--- src/design/cache_pkg.sv ---
`default_nettype none

// ==========================================================================
// shared widths and types of the four-way cache store
// ==========================================================================
package cache_pkg;

	localparam int ADR_W    = 16;
	localparam int DATA_W   = 64;
	localparam int OFFSET_W = 3;
	localparam int WAYS     = 4;
	// the tag is the full line address, so it does not depend on the set count
	localparam int TAG_W    = ADR_W - OFFSET_W;
	localparam int BYTES    = DATA_W / 8;

	// one way entry is laid out as {tag, modified, data}, data lowest
	localparam int ENTRY_W  = TAG_W + 1 + DATA_W;
	localparam int MOD_BIT  = DATA_W;
	localparam int TAG_LSB  = DATA_W + 1;

	typedef logic [ADR_W-1:0]         adr_t;
	typedef logic [TAG_W-1:0]         tag_t;
	typedef logic [DATA_W-1:0]        line_data_t;
	typedef logic [BYTES-1:0]         byte_sel_t;
	typedef logic [WAYS-1:0]          way_mask_t;
	typedef logic [ENTRY_W-1:0]       way_entry_t;
	// way 0 sits in the lowest ENTRY_W bits of a RAM word
	typedef logic [WAYS*ENTRY_W-1:0]  set_word_t;

	typedef enum logic [1:0] {
		OP_LOAD  = 2'd0,
		OP_WRITE = 2'd1,
		OP_INVAL = 2'd2
	} upd_op_e;

	typedef enum logic [1:0] {
		IDLE   = 2'd0,
		LOOKUP = 2'd1,
		MERGE  = 2'd2,
		COMMIT = 2'd3
	} upd_state_e;

endpackage

`default_nettype wire
--- src/design/read_port.sv ---
`timescale 1ns/1ps
`default_nettype none

// two stage read pipeline on the read-side RAM copy
module read_port #(
	parameter int SET_W = 4
) (
	input  logic                  wclk,
	input  logic                  rst,
	input  logic                  rd_valid,
	input  cache_pkg::adr_t       rd_adr,
	output logic                  ram_rd_en,
	output logic [SET_W-1:0]      ram_rd_set,
	input  cache_pkg::set_word_t  ram_word,
	output logic [SET_W-1:0]      vset,
	input  cache_pkg::way_mask_t  valid,
	output logic                  rd_done,
	output logic                  rd_hit,
	output logic                  rd_modified,
	output cache_pkg::line_data_t rd_data
);

	logic                 v1;
	logic [SET_W-1:0]     set_q;
	cache_pkg::tag_t      tag_q;
	cache_pkg::way_mask_t valid_g;

	// stage 1, the RAM sees the request set on the same edge as the request
	assign ram_rd_en  = rd_valid;
	assign ram_rd_set = rd_adr[cache_pkg::OFFSET_W +: SET_W];

	always_ff @(posedge wclk) begin
		set_q <= rd_adr[cache_pkg::OFFSET_W +: SET_W];
		tag_q <= rd_adr[cache_pkg::ADR_W-1:cache_pkg::OFFSET_W];
	end

	always_ff @(posedge wclk) begin
		if (rst) begin
			v1      <= 1'b0;
			rd_done <= 1'b0;
		end else begin
			v1      <= rd_valid;
			rd_done <= v1;
		end
	end

	// stage 2, valid bits are looked up for the registered set
	assign vset = set_q;
	// with no request in stage 2 the compare sees no valid way, so the result is all zero
	assign valid_g = valid & {cache_pkg::WAYS{v1}};

	way_match u_match (
		.wclk         (wclk),
		.word         (ram_word),
		.valid        (valid_g),
		.tag          (tag_q),
		.hit_mask     (),
		.hit          (rd_hit),
		.sel_data     (rd_data),
		.sel_modified (rd_modified)
	);

endmodule

`default_nettype wire

--- src/design/way_match.sv ---
`timescale 1ns/1ps
`default_nettype none

// tag compare across all ways of one set word
module way_match (
	input  logic                   wclk,
	input  cache_pkg::set_word_t   word,
	input  cache_pkg::way_mask_t   valid,
	input  cache_pkg::tag_t        tag,
	output cache_pkg::way_mask_t   hit_mask,
	output logic                   hit,
	output cache_pkg::line_data_t  sel_data,
	output logic                   sel_modified
);

	cache_pkg::way_entry_t  ent [cache_pkg::WAYS];
	cache_pkg::way_mask_t   match;
	cache_pkg::line_data_t  data_c;
	logic                   mod_c;

	always_comb begin
		for (int w = 0; w < cache_pkg::WAYS; w++) begin
			ent[w] = word[w*cache_pkg::ENTRY_W +: cache_pkg::ENTRY_W];
			// an invalid way never matches, whatever its stale tag says
			match[w] = valid[w] &&
				(ent[w][cache_pkg::TAG_LSB +: cache_pkg::TAG_W] == tag);
		end
	end

	// walk from the top way down so the lowest matching way wins
	always_comb begin
		data_c = '0;
		mod_c  = 1'b0;
		for (int w = cache_pkg::WAYS - 1; w >= 0; w--) begin
			if (match[w]) begin
				data_c = ent[w][cache_pkg::DATA_W-1:0];
				mod_c  = ent[w][cache_pkg::MOD_BIT];
			end
		end
	end

	always_ff @(posedge wclk) begin
		hit_mask     <= match;
		hit          <= |match;
		sel_data     <= data_c;
		sel_modified <= mod_c;
	end

endmodule

`default_nettype wire

--- config.mk ---
export PLATFORM = sky130hd
export DESIGN_NAME = read_port
export DESIGN_NICKNAME = d
export VERILOG_FILES = /design/src/design/cache_pkg.sv /design/src/design/read_port.sv /design/src/design/way_match.sv
export SDC_FILE = /design/constraint.sdc
export NUM_CORES = 1
export LEC_CHECK = 0
export ABC_AREA = 1
export BUFFER_PORTS_ARGS = -buffer_cell sky130_fd_sc_hd__buf_2
export CAP_MARGIN = 20
export CORE_AREA = 10 10 150 152
export CTS_CLUSTER_SIZE = 20
export DETAILED_ROUTE_END_ITERATION = 8
export DIE_AREA = 0 0 160 162
export GPL_TIMING_DRIVEN = 0
export SYNTH_ARGS = -nofsm -noshare
export SYNTH_HDL_FRONTEND = slang
export SYNTH_SLANG_ARGS = --single-unit
--- constraint.sdc ---
create_clock -name wclk -period 1.9 [get_ports wclk]
set_clock_uncertainty 0.15 [all_clocks]
set_input_delay 0.38 -clock wclk [delete_from_list [all_inputs] [get_ports wclk]]
set_output_delay 0.38 -clock wclk [all_outputs]
set_load 0.1 [all_outputs]
======== Yosys cells after proc, flatten, opt, wreduce, memory -nomap -nowiden ========
Index checks and enable logic that the tools add are counted.
operators by class
  add/subtract/negate cells ............... 0
  $mul .................................... 0
  div/mod/pow operators ................... 0
  $lt $le $gt $ge ......................... 0
  equal/unequal tests ..................... 4
  shift operators ......................... 0
  multiplexer cells ....................... 8
  bitwise operators ....................... 1
  reduce and logical (&&, ||, !) cells .... 5
operator list
  kind                count
  2-to-1 mux 64 bit   4
  == test 13 bit      4
  AND 4 bit           1
  logical AND 1 bit   4
  2-to-1 mux 1 bit    4
  OR reduction 4 bit  1
storage, ports and cells
  flip-flop bits (word level) ............. 85
  latch bits .............................. 0
  RAM bits ................................ 0
  bits in read-only memories .............. 0
  output and inout port bits .............. 76
  word-level logic and storage cells ...... 25
  memories kept ........................... 0

======== Logic depth before layout (Yosys ltp) ========
Gate-level depths: netlist of run 1.
  depth after elaboration ................. 6
  gate-level depth with buffers ........... 13
  mapped depth without buffers ............ 12

======== Cells and area by module ========
Synthesis of run 1 repeated with hierarchy kept, for this count alone.
unflattened totals
  cell total of the unflattened synthesis .. 1155
  area, all modules ....................... 6414.9 sq um
modules (own cells, without submodules)
  module     instances  cells each  area an instance (sq um)  seq. area each (sq um)
  way_match  1          1119        5999.5                    1401.3
  read_port  1          36          415.4                     300.3

======== Worst setup path before layout of run 1 ========
No wires, ideal clock.
  path type ............................... register to register
  start point ............................. register tag_q[0]
  end point ............................... register u_match.sel_data[34]
  library setup time ...................... 116 ps
  data arrival time ....................... 1459 ps
  slack ................................... 176 ps
  cell stages (with the launch flop) ...... 14
  clock period less this slack ............ 1724 ps
  path through ............................ dfxtp_1 -> inv_2 -> nand2_1 -> o21ai_1 -> nor2_1 -> nand2_1 -> nor2_4 -> nand2_2 -> buf_2 -> buf_4 -> nand2_1 -> inv_1 -> nand2_1 -> a21oi_1
between the ends
  word-level cells in the longest chain between the ends .. 6
ends and longest elaborated chain
  item                            RTL line         source
  from (decl)                     read_port.sv:25  cache_pkg::tag_t tag_q;
  from (signal assigned)          read_port.sv:34  tag_q <= rd_adr[cache_pkg::ADR_W-1:cache_pkg::OFFSET_W];
  == test 13 bit                  way_match.sv:26  (ent[w][cache_pkg::TAG_LSB +: cache_pkg::TAG_W] == tag);
  logical AND 1 bit               way_match.sv:25  match[w] = valid[w] &&
  2-to-1 mux 64 bit (3 in a row)  way_match.sv:35  if (match[w]) begin
  2-to-1 mux 64 bit (*)           way_match.sv:35
  via u_match.data_c[34]          way_match.sv:18  cache_pkg::line_data_t data_c;
  to (signal assigned)            way_match.sv:45  sel_data <= data_c;
  to (decl)                       way_match.sv:12  output cache_pkg::line_data_t sel_data,
Mark *: on every way through the listed nets, which the timed path passes. The rest lies on a longest branch.
A chain may end at the register's enable or synchronous reset.

======== Final worst setup path of run 1 ========
  start point ............................. register tag_q[4]
  end point ............................... register u_match.sel_data[46]
The elaborated chain is that of the path after synthesis.

==> impl_metrics.xml, run 1 <==
<?xml version="1.0" encoding="UTF-8"?>
<metrics>
  <group name="status">
    <metric name="outcome" unit="">complete, no violations</metric>
  </group>
  <group name="setup_path">
    <metric name="r2r.worst_path.cells" unit="">12</metric>
    <metric name="critical_path.cell_chain" unit="">buf_4, nand2_1, o21ai_0, nor2_1, nand2_1, nor2_4, buf_12, buf_8, nand3_1, nand2_1, nand2_1, a21oi_1</metric>
    <metric name="first_element_of_the_critical_path" unit="">tag_q[4]</metric>
    <metric name="worst_r2r_endpoint" unit="">u_match.sel_data[46]</metric>
    <metric name="cp_data_arrival_time" unit="ns">1.99</metric>
    <metric name="cp_data_required_time" unit="ns">2.03</metric>
    <metric name="setup_cp_type" unit="">reg -&gt; reg</metric>
    <metric name="worst_setup_path_end_kind" unit="">flop</metric>
    <metric name="critPathMaxFanout" unit="">10</metric>
    <metric name="cpMostUsedCell" unit="">sky130_fd_sc_hd__nand2_1</metric>
    <metric name="critical-path-slowest-cell" unit="">sky130_fd_sc_hd__dfxtp_2</metric>
    <metric name="timing.critical_path.slowest_cell_delay" unit="ns">0.33</metric>
    <metric name="regToRegStartpoint" unit="">tag_q[4]</metric>
    <metric name="reg2reg_setup_slack" unit="ns">0.04</metric>
    <metric name="critical_path.startpoint_type" unit="">flop</metric>
  </group>
  <group name="final_layout">
    <metric name="area.growth.synth_to_final" unit="%">64.6</metric>
    <metric name="num-nets-final" unit="">1927</metric>
    <metric name="final_cells" unit="">1867</metric>
    <metric name="share_of_layout_cells_above_drive_strength_1" unit="">0.393</metric>
  </group>
  <group name="min_path">
    <metric name="hold_depth" unit="">2</metric>
    <metric name="holdCritPathClass" unit="">in -&gt; reg</metric>
    <metric name="worstHoldEndpoint" unit="">v1</metric>
    <metric name="min_from" unit="">rst</metric>
  </group>
  <group name="detailed_routing">
    <metric name="vias_per_cell" unit="">4.51</metric>
    <metric name="detailedRoute.firstPassIterationCount" unit="">5</metric>
    <metric name="via_count" unit="">8420</metric>
    <metric name="routedWlPerCell" unit="um">16.9</metric>
    <metric name="postRouteAntennaNets" unit="">0</metric>
    <metric name="drt_drc_violations_left" unit="">0</metric>
    <metric name="drtIter0Drc" unit="">503</metric>
    <metric name="detail_route.wirelength" unit="um">31600</metric>
  </group>
  <group name="timing">
    <metric name="fin_crit_sh" unit="">0.978</metric>
    <metric name="report.final.slew_viol_count" unit="">0</metric>
    <metric name="final_critical_path_setup_slack" unit="ns">0.0419</metric>
    <metric name="timing.final.setup_violations" unit="">0</metric>
    <metric name="setup_repair_after_global_routing_missed_its_margin" unit="">yes</metric>
    <metric name="worst_pin_slew" unit="ns">0.549</metric>
    <metric name="timing.final.crit_period" unit="ns">1.86</metric>
    <metric name="hold_viol" unit="">0</metric>
    <metric name="relSlewSlack" unit="">0.636</metric>
    <metric name="max_clock_freq" unit="GHz">0.538</metric>
  </group>
  <group name="clock_network">
    <metric name="clock_pin_slew_on_the_worst_setup_and_hold_paths" unit="ns">0.07</metric>
    <metric name="cts_tree" unit="">yes</metric>
    <metric name="cts-root-to-sink-buffers" unit="">2</metric>
    <metric name="cts_buf_count" unit="">9</metric>
    <metric name="cts.root.buffer_cell" unit="">sky130_fd_sc_hd__clkbuf_16</metric>
    <metric name="cts_num_sinks" unit="">81</metric>
    <metric name="clock_tree.htree_level_count" unit="">3</metric>
    <metric name="clkLatencyLatePin" unit="ns">0.35</metric>
  </group>
  <group name="synth">
    <metric name="syn_inst" unit="">1133</metric>
    <metric name="yosys_warning_total" unit="">0</metric>
    <metric name="synth_top_cells_by_count" unit="">sky130_fd_sc_hd__nand2_1, sky130_fd_sc_hd__inv_1, sky130_fd_sc_hd__nand3_1</metric>
    <metric name="synthesis.nets" unit="">1468</metric>
    <metric name="synth_async_sr_flop_share" unit="">0</metric>
    <metric name="synth-main-ff-cell" unit="">sky130_fd_sc_hd__dfxtp_1</metric>
    <metric name="synth.cell_area" unit="um2">6130</metric>
    <metric name="synth_edf_count" unit="">0</metric>
    <metric name="yosysSeqAreaShare" unit="">0.265</metric>
    <metric name="yosysMostFrequentCell" unit="">sky130_fd_sc_hd__nand2_1</metric>
    <metric name="ys_types" unit="">22</metric>
    <metric name="syn-mean-instance-area" unit="um2">5.41</metric>
    <metric name="yosysTopAreaCellShare" unit="">0.265</metric>
    <metric name="yosys.area.top_type" unit="">sky130_fd_sc_hd__dfxtp_1</metric>
    <metric name="yosys-top-cells-area" unit="">sky130_fd_sc_hd__dfxtp_1, sky130_fd_sc_hd__nand2_1, sky130_fd_sc_hd__nand3_1</metric>
    <metric name="postSynthRegisterBits" unit="">81</metric>
  </group>
  <group name="place">
    <metric name="dp_hpwl" unit="um">24800</metric>
    <metric name="detailedPlace.worstSlack" unit="ns">-0.507</metric>
    <metric name="port_buffers" unit="">407</metric>
    <metric name="instance_count_after_placement_with_tap_cells_included" unit="">1805</metric>
    <metric name="gp_congestion" unit="">0.907</metric>
  </group>
  <group name="floorplan">
    <metric name="fp.dieW" unit="um">160</metric>
    <metric name="initial_core_utilization" unit="">0.316</metric>
    <metric name="rows" unit="">51</metric>
    <metric name="ioPinCount" unit="">411</metric>
    <metric name="design.core.area" unit="um2">19400</metric>
    <metric name="die_area" unit="um2">25900</metric>
    <metric name="die_h" unit="um">162</metric>
  </group>
  <group name="grt">
    <metric name="grt_pass1_wl" unit="um">45500</metric>
    <metric name="first_global_vias" unit="">8014</metric>
    <metric name="congestion_overflow_gr" unit="">0</metric>
    <metric name="antenna_violations_before_repair" unit="">8</metric>
    <metric name="largest_net_degree_at_the_start_of_global_routing" unit="">14</metric>
    <metric name="grt.total_usage" unit="">0.222</metric>
  </group>
  <group name="power_and_ir_drop">
    <metric name="cellInternalPower" unit="mW">3.16</metric>
    <metric name="p_comb_frac" unit="">0.180</metric>
    <metric name="power_switching_share" unit="">0.279</metric>
    <metric name="p_per_area" unit="nW/um2">434</metric>
    <metric name="clock_group_share_of_total_power" unit="">0.424</metric>
    <metric name="pwr-share-seq" unit="">0.396</metric>
    <metric name="power.switching" unit="mW">1.22</metric>
    <metric name="vdd_ir_drop_max" unit="V">0.000387</metric>
    <metric name="power.total" unit="mW">4.38</metric>
    <metric name="static-leakage-power" unit="nW">6.04</metric>
  </group>
  <group name="run">
    <metric name="maxCapViolCount" unit="">0</metric>
  </group>
</metrics>
-- kinds of logic after synthesis --
family	share of synthesized area
and+or+nand+nor	0.444
DFF	0.265
AOI/OAI and AO/OA	0.0753
buffers and inverters	0.205
xor gates and xnor gates	0.0114
-- power by group through the flow --
stage	sequential [mW]	combinational (mW)	clock (mW)
after floorplan	1.78	0.272	0
after global placement	1.77	0.686	0
after detailed placement	1.77	0.694	0
after CTS	1.74	0.739	1.91
after global routing	1.74	0.865	1.97
final	1.74	0.787	1.86
-- area by class of cell --
type,instances,area [um2]
Fill cell,2084,9310
Multi-Input combinational cell,749,3540
Timing Repair Buffer,450,2560
Sequential cell,81,1650
Inverter,226,861
Buffer,75,837
Tap cell,265,332
Clock buffer,11,243
Clock inverter,5,55.1
Antenna cell,5,12.5
-- what timing repair did --
item | 4_1_cts | 5_1_grt
setup endpoints to repair | 66 | 65
setup buffers | 14 | 9
pin swaps | 10 | 37
resized for setup | 97 | 177
endpoints found under the hold margin | 13 | 0
cloned | 0 | 7
hold buffers | 13 | 0
-- critical path, delay by kind of cell, from the launching register on --
family,cells,cell delay [ns]
and+or+nand+nor,7,0.63
buffers and inverters,3,0.45
DFF,1,0.33
AOI/OAI and AO/OA,2,0.22
-- per-layer routing --
layer,vias to the layer above,global-route usage,part of all wire
met2,347,0.395,0.50
met5,-,0,0.0010
met3,33,0.0710,0.084
li1,4339,-,-
met1,3697,0.252,0.40
met4,4,0.0563,0.015
-- placed cells by master (no fill, tap or decap), drive strengths merged --
master / instances
buf: 499
inv: 226
o211ai: 4
diode: 5
a21oi: 63
dfxtp: 81
clkinv: 2
nand2: 350
nand3: 196
xnor2: 3
or2: 2
dlygate4sd3: 13
nor2: 100
clkinvlp: 2
nand4: 3
o22ai: 1
xor2: 5
o21ai: 22
clkbuf: 24
bufinv: 1
-- flip-flops by register name (all words and copies together), names as in the netlist --
register / flops
u_match.hit: 1
u_match.sel_modified: 1
rd_done: 1
tag_q: 13
v1: 1
u_match.sel_data: 64
-- worst max path at each step --
stage / depth (start not counted) / to / slack [ns]
after floorplan: 13 / u_match.sel_data[34] / 0.18
after global placement: 14 / u_match.sel_data[48] / -0.51
after global routing: 13 / u_match.sel_data[18] / -0.08
after detailed placement: 14 / u_match.sel_data[48] / -0.51
after CTS: 10 / u_match.sel_data[3] / -0.03
final: 12 / u_match.sel_data[46] / 0.04
-- per-stage QoR --
stage | utilization | cell area (um2) | setup TNS [ns] | hold WS (ns)
3_5_place_dp | 0.438 | 8500 | -26.40 | 0.334
3_3_place_gp | 0.438 | 8500 | -26.05 | 0.332
2_1_floorplan | - | 6130 | 0 | 0.258
6_report | 0.520 | 10100 | 0 | 0.0334
5_1_grt | 0.520 | 10100 | -2.86 | 0.0330
4_1_cts | 0.479 | 9290 | -0.194 | 0.0204
No activity file was read; power rests on OpenSTA's default activity.
==> inputs of run 2 (changes only) <==
- CORE_AREA: 10 10 150 152 -> 10 10 152 154
- CTS_BUF_LIST: not set -> sky130_fd_sc_hd__clkbuf_8
- DIE_AREA: 0 0 160 162 -> 0 0 162 164
- GPL_TIMING_DRIVEN: 0 -> not set
- RECOVER_POWER: not set -> 50
==> impl_metrics.xml, run 2 (same netlist as run 1, synthesis figures left out) <==
<?xml version="1.0" encoding="UTF-8"?>
<metrics>
  <group name="power_and_ir_drop">
    <metric name="vdd_ir_drop_max" unit="V">0.000345</metric>
    <metric name="static-leakage-power" unit="nW">6.15</metric>
    <metric name="p_per_area" unit="nW/um2">361</metric>
  </group>
  <group name="setup_path">
    <metric name="cp_data_required_time" unit="ns">2.06</metric>
    <metric name="cp_data_arrival_time" unit="ns">2.11</metric>
    <metric name="worst_setup_path_end_kind" unit="">flop</metric>
    <metric name="critPathMaxFanout" unit="">6</metric>
    <metric name="worst_r2r_endpoint" unit="">u_match.sel_data[58]</metric>
    <metric name="r2r.worst_path.cells" unit="">12</metric>
    <metric name="critical_path.endpoint" unit="">u_match.sel_data[58]</metric>
    <metric name="setup_cp_type" unit="">reg -&gt; reg</metric>
    <metric name="critical_path.startpoint_type" unit="">flop</metric>
    <metric name="first_element_of_the_critical_path" unit="">tag_q[10]</metric>
    <metric name="regToRegStartpoint" unit="">tag_q[10]</metric>
    <metric name="reg2reg_setup_slack" unit="ns">-0.05</metric>
  </group>
  <group name="detailed_routing">
    <metric name="routedWlPerCell" unit="um">18.5</metric>
    <metric name="detail_route.wirelength" unit="um">34500</metric>
    <metric name="postRouteAntennaNets" unit="">0</metric>
    <metric name="drt_drc_violations_left" unit="">0</metric>
    <metric name="detailedRoute.firstPassIterationCount" unit="">5</metric>
    <metric name="drtIter0Drc" unit="">601</metric>
    <metric name="via_count" unit="">8847</metric>
    <metric name="vias_per_cell" unit="">4.73</metric>
  </group>
  <group name="place">
    <metric name="port_buffers" unit="">407</metric>
    <metric name="dp_hpwl" unit="um">22600</metric>
    <metric name="gp_congestion" unit="">0.861</metric>
    <metric name="detailedPlace.worstSlack" unit="ns">-0.232</metric>
  </group>
  <group name="grt">
    <metric name="largest_net_degree_at_the_start_of_global_routing" unit="">55</metric>
    <metric name="first_global_vias" unit="">8151</metric>
    <metric name="use_met2" unit="">0.378</metric>
    <metric name="grt.met1_usage" unit="">0.244</metric>
    <metric name="antenna_violations_before_repair" unit="">7</metric>
    <metric name="grt.total_usage" unit="">0.217</metric>
    <metric name="gr-max-usage-layer" unit="">met2</metric>
    <metric name="grt_pass1_wl" unit="um">45400</metric>
    <metric name="met3_capacity_usage_during_global_routing" unit="">0.0608</metric>
    <metric name="congestion_overflow_gr" unit="">0</metric>
  </group>
  <group name="status">
    <metric name="outcome" unit="">finished, violations left</metric>
    <metric name="violations" unit="">negative setup slack</metric>
  </group>
  <group name="timing">
    <metric name="fin_hold_ws" unit="ns">0.0539</metric>
    <metric name="fin_crit_sh" unit="">1.03</metric>
    <metric name="setup_total_negative_slack" unit="ns">-0.477</metric>
    <metric name="report.final.slew_viol_count" unit="">0</metric>
    <metric name="timing.final.setup_violations" unit="">34</metric>
    <metric name="setup_repair_after_global_routing_missed_its_margin" unit="">yes</metric>
    <metric name="worst_pin_slew" unit="ns">0.568</metric>
    <metric name="relSlewSlack" unit="">0.623</metric>
    <metric name="timing.final.crit_period" unit="ns">1.95</metric>
    <metric name="final_critical_path_setup_slack" unit="ns">-0.0516</metric>
    <metric name="max_clock_freq" unit="GHz">0.512</metric>
    <metric name="hold_viol" unit="">0</metric>
  </group>
  <group name="floorplan">
    <metric name="fp.dieW" unit="um">162</metric>
    <metric name="die_area" unit="um2">26600</metric>
    <metric name="die_h" unit="um">164</metric>
    <metric name="design.core.area" unit="um2">20000</metric>
    <metric name="rows" unit="">52</metric>
    <metric name="ioPinCount" unit="">411</metric>
    <metric name="initial_core_utilization" unit="">0.306</metric>
  </group>
  <group name="min_path">
    <metric name="min_from" unit="">rd_valid</metric>
    <metric name="holdCritPathClass" unit="">in -&gt; reg</metric>
  </group>
  <group name="final_layout">
    <metric name="share_of_layout_cells_above_drive_strength_1" unit="">0.405</metric>
    <metric name="top_flop_regs" unit="">u_match.sel_data: 64 flops, tag_q: 13 flops</metric>
    <metric name="largest_register" unit="">u_match.sel_data</metric>
    <metric name="largest_reg_flops" unit="">64</metric>
    <metric name="final_common_cell" unit="">sky130_fd_sc_hd__buf_2</metric>
    <metric name="mostFrequentLayoutCells" unit="">sky130_fd_sc_hd__buf_2, sky130_fd_sc_hd__nand2_1, sky130_fd_sc_hd__inv_1</metric>
    <metric name="area.growth.synth_to_final" unit="%">73.3</metric>
    <metric name="num-nets-final" unit="">1922</metric>
  </group>
  <group name="clock_network">
    <metric name="cts_tree" unit="">yes</metric>
    <metric name="clock_pin_slew_on_the_worst_setup_and_hold_paths" unit="ns">0.09</metric>
    <metric name="clock_tree.htree_level_count" unit="">3</metric>
    <metric name="cts-root-to-sink-buffers" unit="">2</metric>
    <metric name="cts.root.buffer_cell" unit="">sky130_fd_sc_hd__clkbuf_8</metric>
    <metric name="cts_buf_count" unit="">9</metric>
    <metric name="cts_num_sinks" unit="">81</metric>
    <metric name="clkLatencyLatePin" unit="ns">0.38</metric>
  </group>
  <group name="run">
    <metric name="maxCapViolCount" unit="">0</metric>
  </group>
</metrics>
==> run 2: layout make-up <==
| class | count | area [um2] |
|---|---|---|
| diodes | 8 | 20.0 |
| clock buffers | 11 | 151 |
| clock inverters | 5 | 22.5 |
| fillers | 2069 | 9420 |
| inverters | 226 | 863 |
| multi-input cells | 749 | 3680 |
| flip-flops and latches | 81 | 1660 |
| well taps | 270 | 338 |
| repair buffers | 520 | 3890 |
==> run 2: metrics by stage <==
| step | util | instance area [um2] | power (mW) | instances |
|---|---|---|---|---|
| floorplan | - | 6130 | 2.05 | 1133 |
| global placement | 0.439 | 8790 | 2.49 | 1784 |
| detailed placement | 0.439 | 8790 | 2.49 | 1784 |
| CTS | 0.475 | 9510 | 3.79 | 1830 |
| global route | 0.530 | 10600 | 4.00 | 1868 |
| finish | 0.530 | 10600 | 3.84 | 1870 |
==> run 2: how the worst min path moves through the flow <==
stage / to / slack, ns / cells past startpoint
floorplan: tag_q[0] / 0.26 / 0
global placement: tag_q[10] / 0.33 / 1
detailed placement: tag_q[12] / 0.33 / 1
CTS: v1 / 0.03 / 3
global route: v1 / 0.04 / 3
finish: v1 / 0.05 / 3
==> run 2: per-layer routing <==
layer / up-vias / routed length [um]
met1: 4017 / 13100
met4: 0 / 1040
li1: 4346 / -
met5: - / 0
met3: 65 / 2930
met2: 419 / 17500
==> run 2: worst max-delay path, cell delays in order (launching register included) <==
cell and delay (ns):
sky130_fd_sc_hd__dfxtp_4 0.37, sky130_fd_sc_hd__buf_6 0.12, sky130_fd_sc_hd__nand2_1 0.05, sky130_fd_sc_hd__o21ai_0 0.07
sky130_fd_sc_hd__nor2_1 0.16, sky130_fd_sc_hd__nand2_1 0.11, sky130_fd_sc_hd__nor2_4 0.17, sky130_fd_sc_hd__buf_12 0.17
sky130_fd_sc_hd__buf_16 0.14, sky130_fd_sc_hd__nand3_1 0.07, sky130_fd_sc_hd__nand2_1 0.09, sky130_fd_sc_hd__nand2_1 0.08
sky130_fd_sc_hd__a21oi_2 0.14
==> run 2: timing repair <==
item,4_1_cts,5_1_grt
pin swaps,10,58
cloned,7,25
hold endpoints to repair,15,0
gates resized for setup,36,128
hold buffers,14,0
setup endpoints to repair,67,67
buffers inserted,9,8
==> run 2: power by group <==
group	internal [mW]	leakage, nW	switching [mW]
Sequential	1.71	0.661	0.0220
Combinational	0.410	5.39	0.423
Clock	0.533	0.102	0.737
==> inputs of run 3 (changes only) <==
- SETUP_SLACK_MARGIN: not set -> 0.05
==> impl_metrics.xml, run 3 (same netlist as run 1, synthesis figures left out) <==
<?xml version="1.0" encoding="UTF-8"?>
<metrics>
  <group name="timing">
    <metric name="fin_crit_sh" unit="">1.03</metric>
    <metric name="timing.final.setup_violations" unit="">49</metric>
    <metric name="max_clock_freq" unit="GHz">0.510</metric>
    <metric name="relSlewSlack" unit="">0.618</metric>
    <metric name="timing.final.crit_period" unit="ns">1.96</metric>
    <metric name="final_critical_path_setup_slack" unit="ns">-0.0620</metric>
    <metric name="report.final.slew_viol_count" unit="">0</metric>
    <metric name="hold_viol" unit="">0</metric>
    <metric name="setup_repair_after_global_routing_missed_its_margin" unit="">yes</metric>
    <metric name="worst_pin_slew" unit="ns">0.576</metric>
  </group>
  <group name="clock_network">
    <metric name="cts_buf_count" unit="">9</metric>
    <metric name="cts-root-to-sink-buffers" unit="">2</metric>
    <metric name="clock_pin_slew_on_the_worst_setup_and_hold_paths" unit="ns">0.09</metric>
    <metric name="cts.root.buffer_cell" unit="">sky130_fd_sc_hd__clkbuf_8</metric>
    <metric name="clkLatencyLatePin" unit="ns">0.38</metric>
    <metric name="cts_num_sinks" unit="">81</metric>
    <metric name="cts_tree" unit="">yes</metric>
    <metric name="clock_tree.htree_level_count" unit="">3</metric>
  </group>
  <group name="power_and_ir_drop">
    <metric name="power.total" unit="mW">3.83</metric>
    <metric name="clock_group_share_of_total_power" unit="">0.330</metric>
    <metric name="pwr-share-seq" unit="">0.452</metric>
    <metric name="p_per_area" unit="nW/um2">357</metric>
    <metric name="vdd_ir_drop_max" unit="V">0.000345</metric>
    <metric name="power.switching" unit="mW">1.18</metric>
    <metric name="cellInternalPower" unit="mW">2.65</metric>
    <metric name="power_switching_share" unit="">0.307</metric>
    <metric name="static-leakage-power" unit="nW">6.17</metric>
    <metric name="p_comb_frac" unit="">0.218</metric>
  </group>
  <group name="setup_path">
    <metric name="cp_data_required_time" unit="ns">2.06</metric>
    <metric name="worst_setup_path_end_kind" unit="">flop</metric>
    <metric name="setup_cp_type" unit="">reg -&gt; reg</metric>
    <metric name="first_element_of_the_critical_path" unit="">tag_q[10]</metric>
    <metric name="worst_r2r_endpoint" unit="">u_match.sel_data[58]</metric>
    <metric name="critical_path.startpoint_type" unit="">flop</metric>
    <metric name="critPathMaxFanout" unit="">6</metric>
    <metric name="r2r.worst_path.cells" unit="">12</metric>
    <metric name="reg2reg_setup_slack" unit="ns">-0.06</metric>
    <metric name="regToRegStartpoint" unit="">tag_q[10]</metric>
    <metric name="cp_data_arrival_time" unit="ns">2.12</metric>
  </group>
  <group name="grt">
    <metric name="antenna_violations_before_repair" unit="">7</metric>
    <metric name="congestion_overflow_gr" unit="">0</metric>
    <metric name="first_global_vias" unit="">8226</metric>
    <metric name="largest_net_degree_at_the_start_of_global_routing" unit="">55</metric>
    <metric name="grt_pass1_wl" unit="um">45600</metric>
    <metric name="grt.total_usage" unit="">0.219</metric>
  </group>
  <group name="floorplan">
    <metric name="initial_core_utilization" unit="">0.306</metric>
    <metric name="ioPinCount" unit="">411</metric>
    <metric name="die_h" unit="um">164</metric>
    <metric name="rows" unit="">52</metric>
    <metric name="fp.dieW" unit="um">162</metric>
    <metric name="die_area" unit="um2">26600</metric>
    <metric name="design.core.area" unit="um2">20000</metric>
  </group>
  <group name="final_layout">
    <metric name="largest_register" unit="">u_match.sel_data</metric>
    <metric name="mostFrequentLayoutCells" unit="">sky130_fd_sc_hd__buf_2, sky130_fd_sc_hd__nand2_1, sky130_fd_sc_hd__inv_1</metric>
    <metric name="share_of_layout_cells_above_drive_strength_1" unit="">0.412</metric>
    <metric name="num-nets-final" unit="">1921</metric>
    <metric name="area.growth.synth_to_final" unit="%">75.0</metric>
    <metric name="top_flop_regs" unit="">u_match.sel_data: 64 flops, tag_q: 13 flops</metric>
    <metric name="final_common_cell" unit="">sky130_fd_sc_hd__buf_2</metric>
    <metric name="final_area" unit="um2">10700</metric>
    <metric name="largest_reg_flops" unit="">64</metric>
  </group>
  <group name="detailed_routing">
    <metric name="routedWlPerCell" unit="um">18.5</metric>
    <metric name="detailedRoute.firstPassIterationCount" unit="">5</metric>
    <metric name="drt_drc_violations_left" unit="">0</metric>
    <metric name="postRouteAntennaNets" unit="">0</metric>
    <metric name="detail_route.wirelength" unit="um">34600</metric>
    <metric name="via_count" unit="">8833</metric>
    <metric name="vias_per_cell" unit="">4.73</metric>
    <metric name="drtIter0Drc" unit="">632</metric>
  </group>
  <group name="min_path">
    <metric name="worstHoldEndpoint" unit="">v1</metric>
    <metric name="holdCritPathClass" unit="">in -&gt; reg</metric>
    <metric name="min_from" unit="">rd_valid</metric>
    <metric name="hold_depth" unit="">3</metric>
  </group>
  <group name="place">
    <metric name="detailedPlace.worstSlack" unit="ns">-0.232</metric>
    <metric name="port_buffers" unit="">407</metric>
    <metric name="placed_inst_area" unit="um2">8790</metric>
    <metric name="gp_congestion" unit="">0.861</metric>
    <metric name="dp_hpwl" unit="um">22600</metric>
  </group>
  <group name="run">
    <metric name="maxCapViolCount" unit="">0</metric>
  </group>
  <group name="status">
    <metric name="violations" unit="">negative setup slack</metric>
    <metric name="outcome" unit="">finished, violations left</metric>
  </group>
</metrics>
## run 3: cell count changes in the layout (fill, tap and decap cells not counted), sizes merged
| cell | previous run | this run |
|---|---|---|
| buf | 453 | 450 |
| clkbuf | 64 | 66 |
## run 3: timing repair
| action | 4_1_cts | 5_1_grt |
|---|---|---|
| pin swaps | 14 | 57 |
| endpoints found under the hold margin | 15 | 0 |
| endpoints found under the setup margin | 67 | 66 |
| buffers inserted | 10 | 5 |
| gates cloned | 8 | 26 |
| resized for setup | 61 | 126 |
| hold buffers | 14 | 0 |
## run 3: per-layer routing
metal,up-vias,GRT usage,wire length [um]
met5,-,0,0
met4,0,0.0955,1160
met3,71,0.0623,3030
met2,427,0.382,17400
met1,3999,0.243,13000
li1,4336,-,-
## run 3: cell type report
class                      count  area [um2]
antenna                        8        20.0
clock buffer                  11         151
clock inverter                 5        22.5
fill                        2084        9320
inverter                     226         863
multi-input combinational    749        3730
sequential                    81        1660
tap                          270         338
timing repair buffer         519        3940
## run 3: worst max-delay path: stages (launching register included)
cell and delay [ns]:
sky130_fd_sc_hd__dfxtp_4 0.37, sky130_fd_sc_hd__buf_6 0.12, sky130_fd_sc_hd__nand2_1 0.06, sky130_fd_sc_hd__o21ai_0 0.07, sky130_fd_sc_hd__nor2_1 0.16, sky130_fd_sc_hd__nand2_1 0.12
sky130_fd_sc_hd__nor2_4 0.17, sky130_fd_sc_hd__buf_12 0.18, sky130_fd_sc_hd__buf_16 0.14, sky130_fd_sc_hd__nand3_1 0.07, sky130_fd_sc_hd__nand2_1 0.08, sky130_fd_sc_hd__nand2_1 0.07
sky130_fd_sc_hd__a21oi_2 0.14
## run 3: stage by stage
| step | util | setup TNS [ns] | hold WS (ns) | std cells |
|---|---|---|---|---|
| 2_1_floorplan | - | 0 | 0.258 | 1133 |
| 3_3_place_gp | 0.439 | -8.42 | 0.332 | 1784 |
| 3_5_place_dp | 0.439 | -10.05 | 0.334 | 1784 |
| 4_1_cts | 0.481 | -0.400 | 0.0328 | 1832 |
| 5_1_grt | 0.535 | -6.04 | 0.0405 | 1866 |
| 6_report | 0.535 | -1.02 | 0.0518 | 1869 |
## run 3: worst max-delay path by stage
stage                                end  cells after the start
floorplan           u_match.sel_data[34]                     13
global placement    u_match.sel_data[23]                     13
detailed placement  u_match.sel_data[23]                     13
CTS                 u_match.sel_data[57]                     12
global route        u_match.sel_data[58]                     12
finish              u_match.sel_data[58]                     12
## run 3: power groups by stage
stage	combinational [mW]	clock (mW)	sequential, mW
global placement	0.717	0	1.77
CTS	0.774	1.29	1.73
detailed placement	0.722	0	1.77
floorplan	0.272	0	1.78
finish	0.837	1.26	1.73
global route	0.906	1.36	1.74
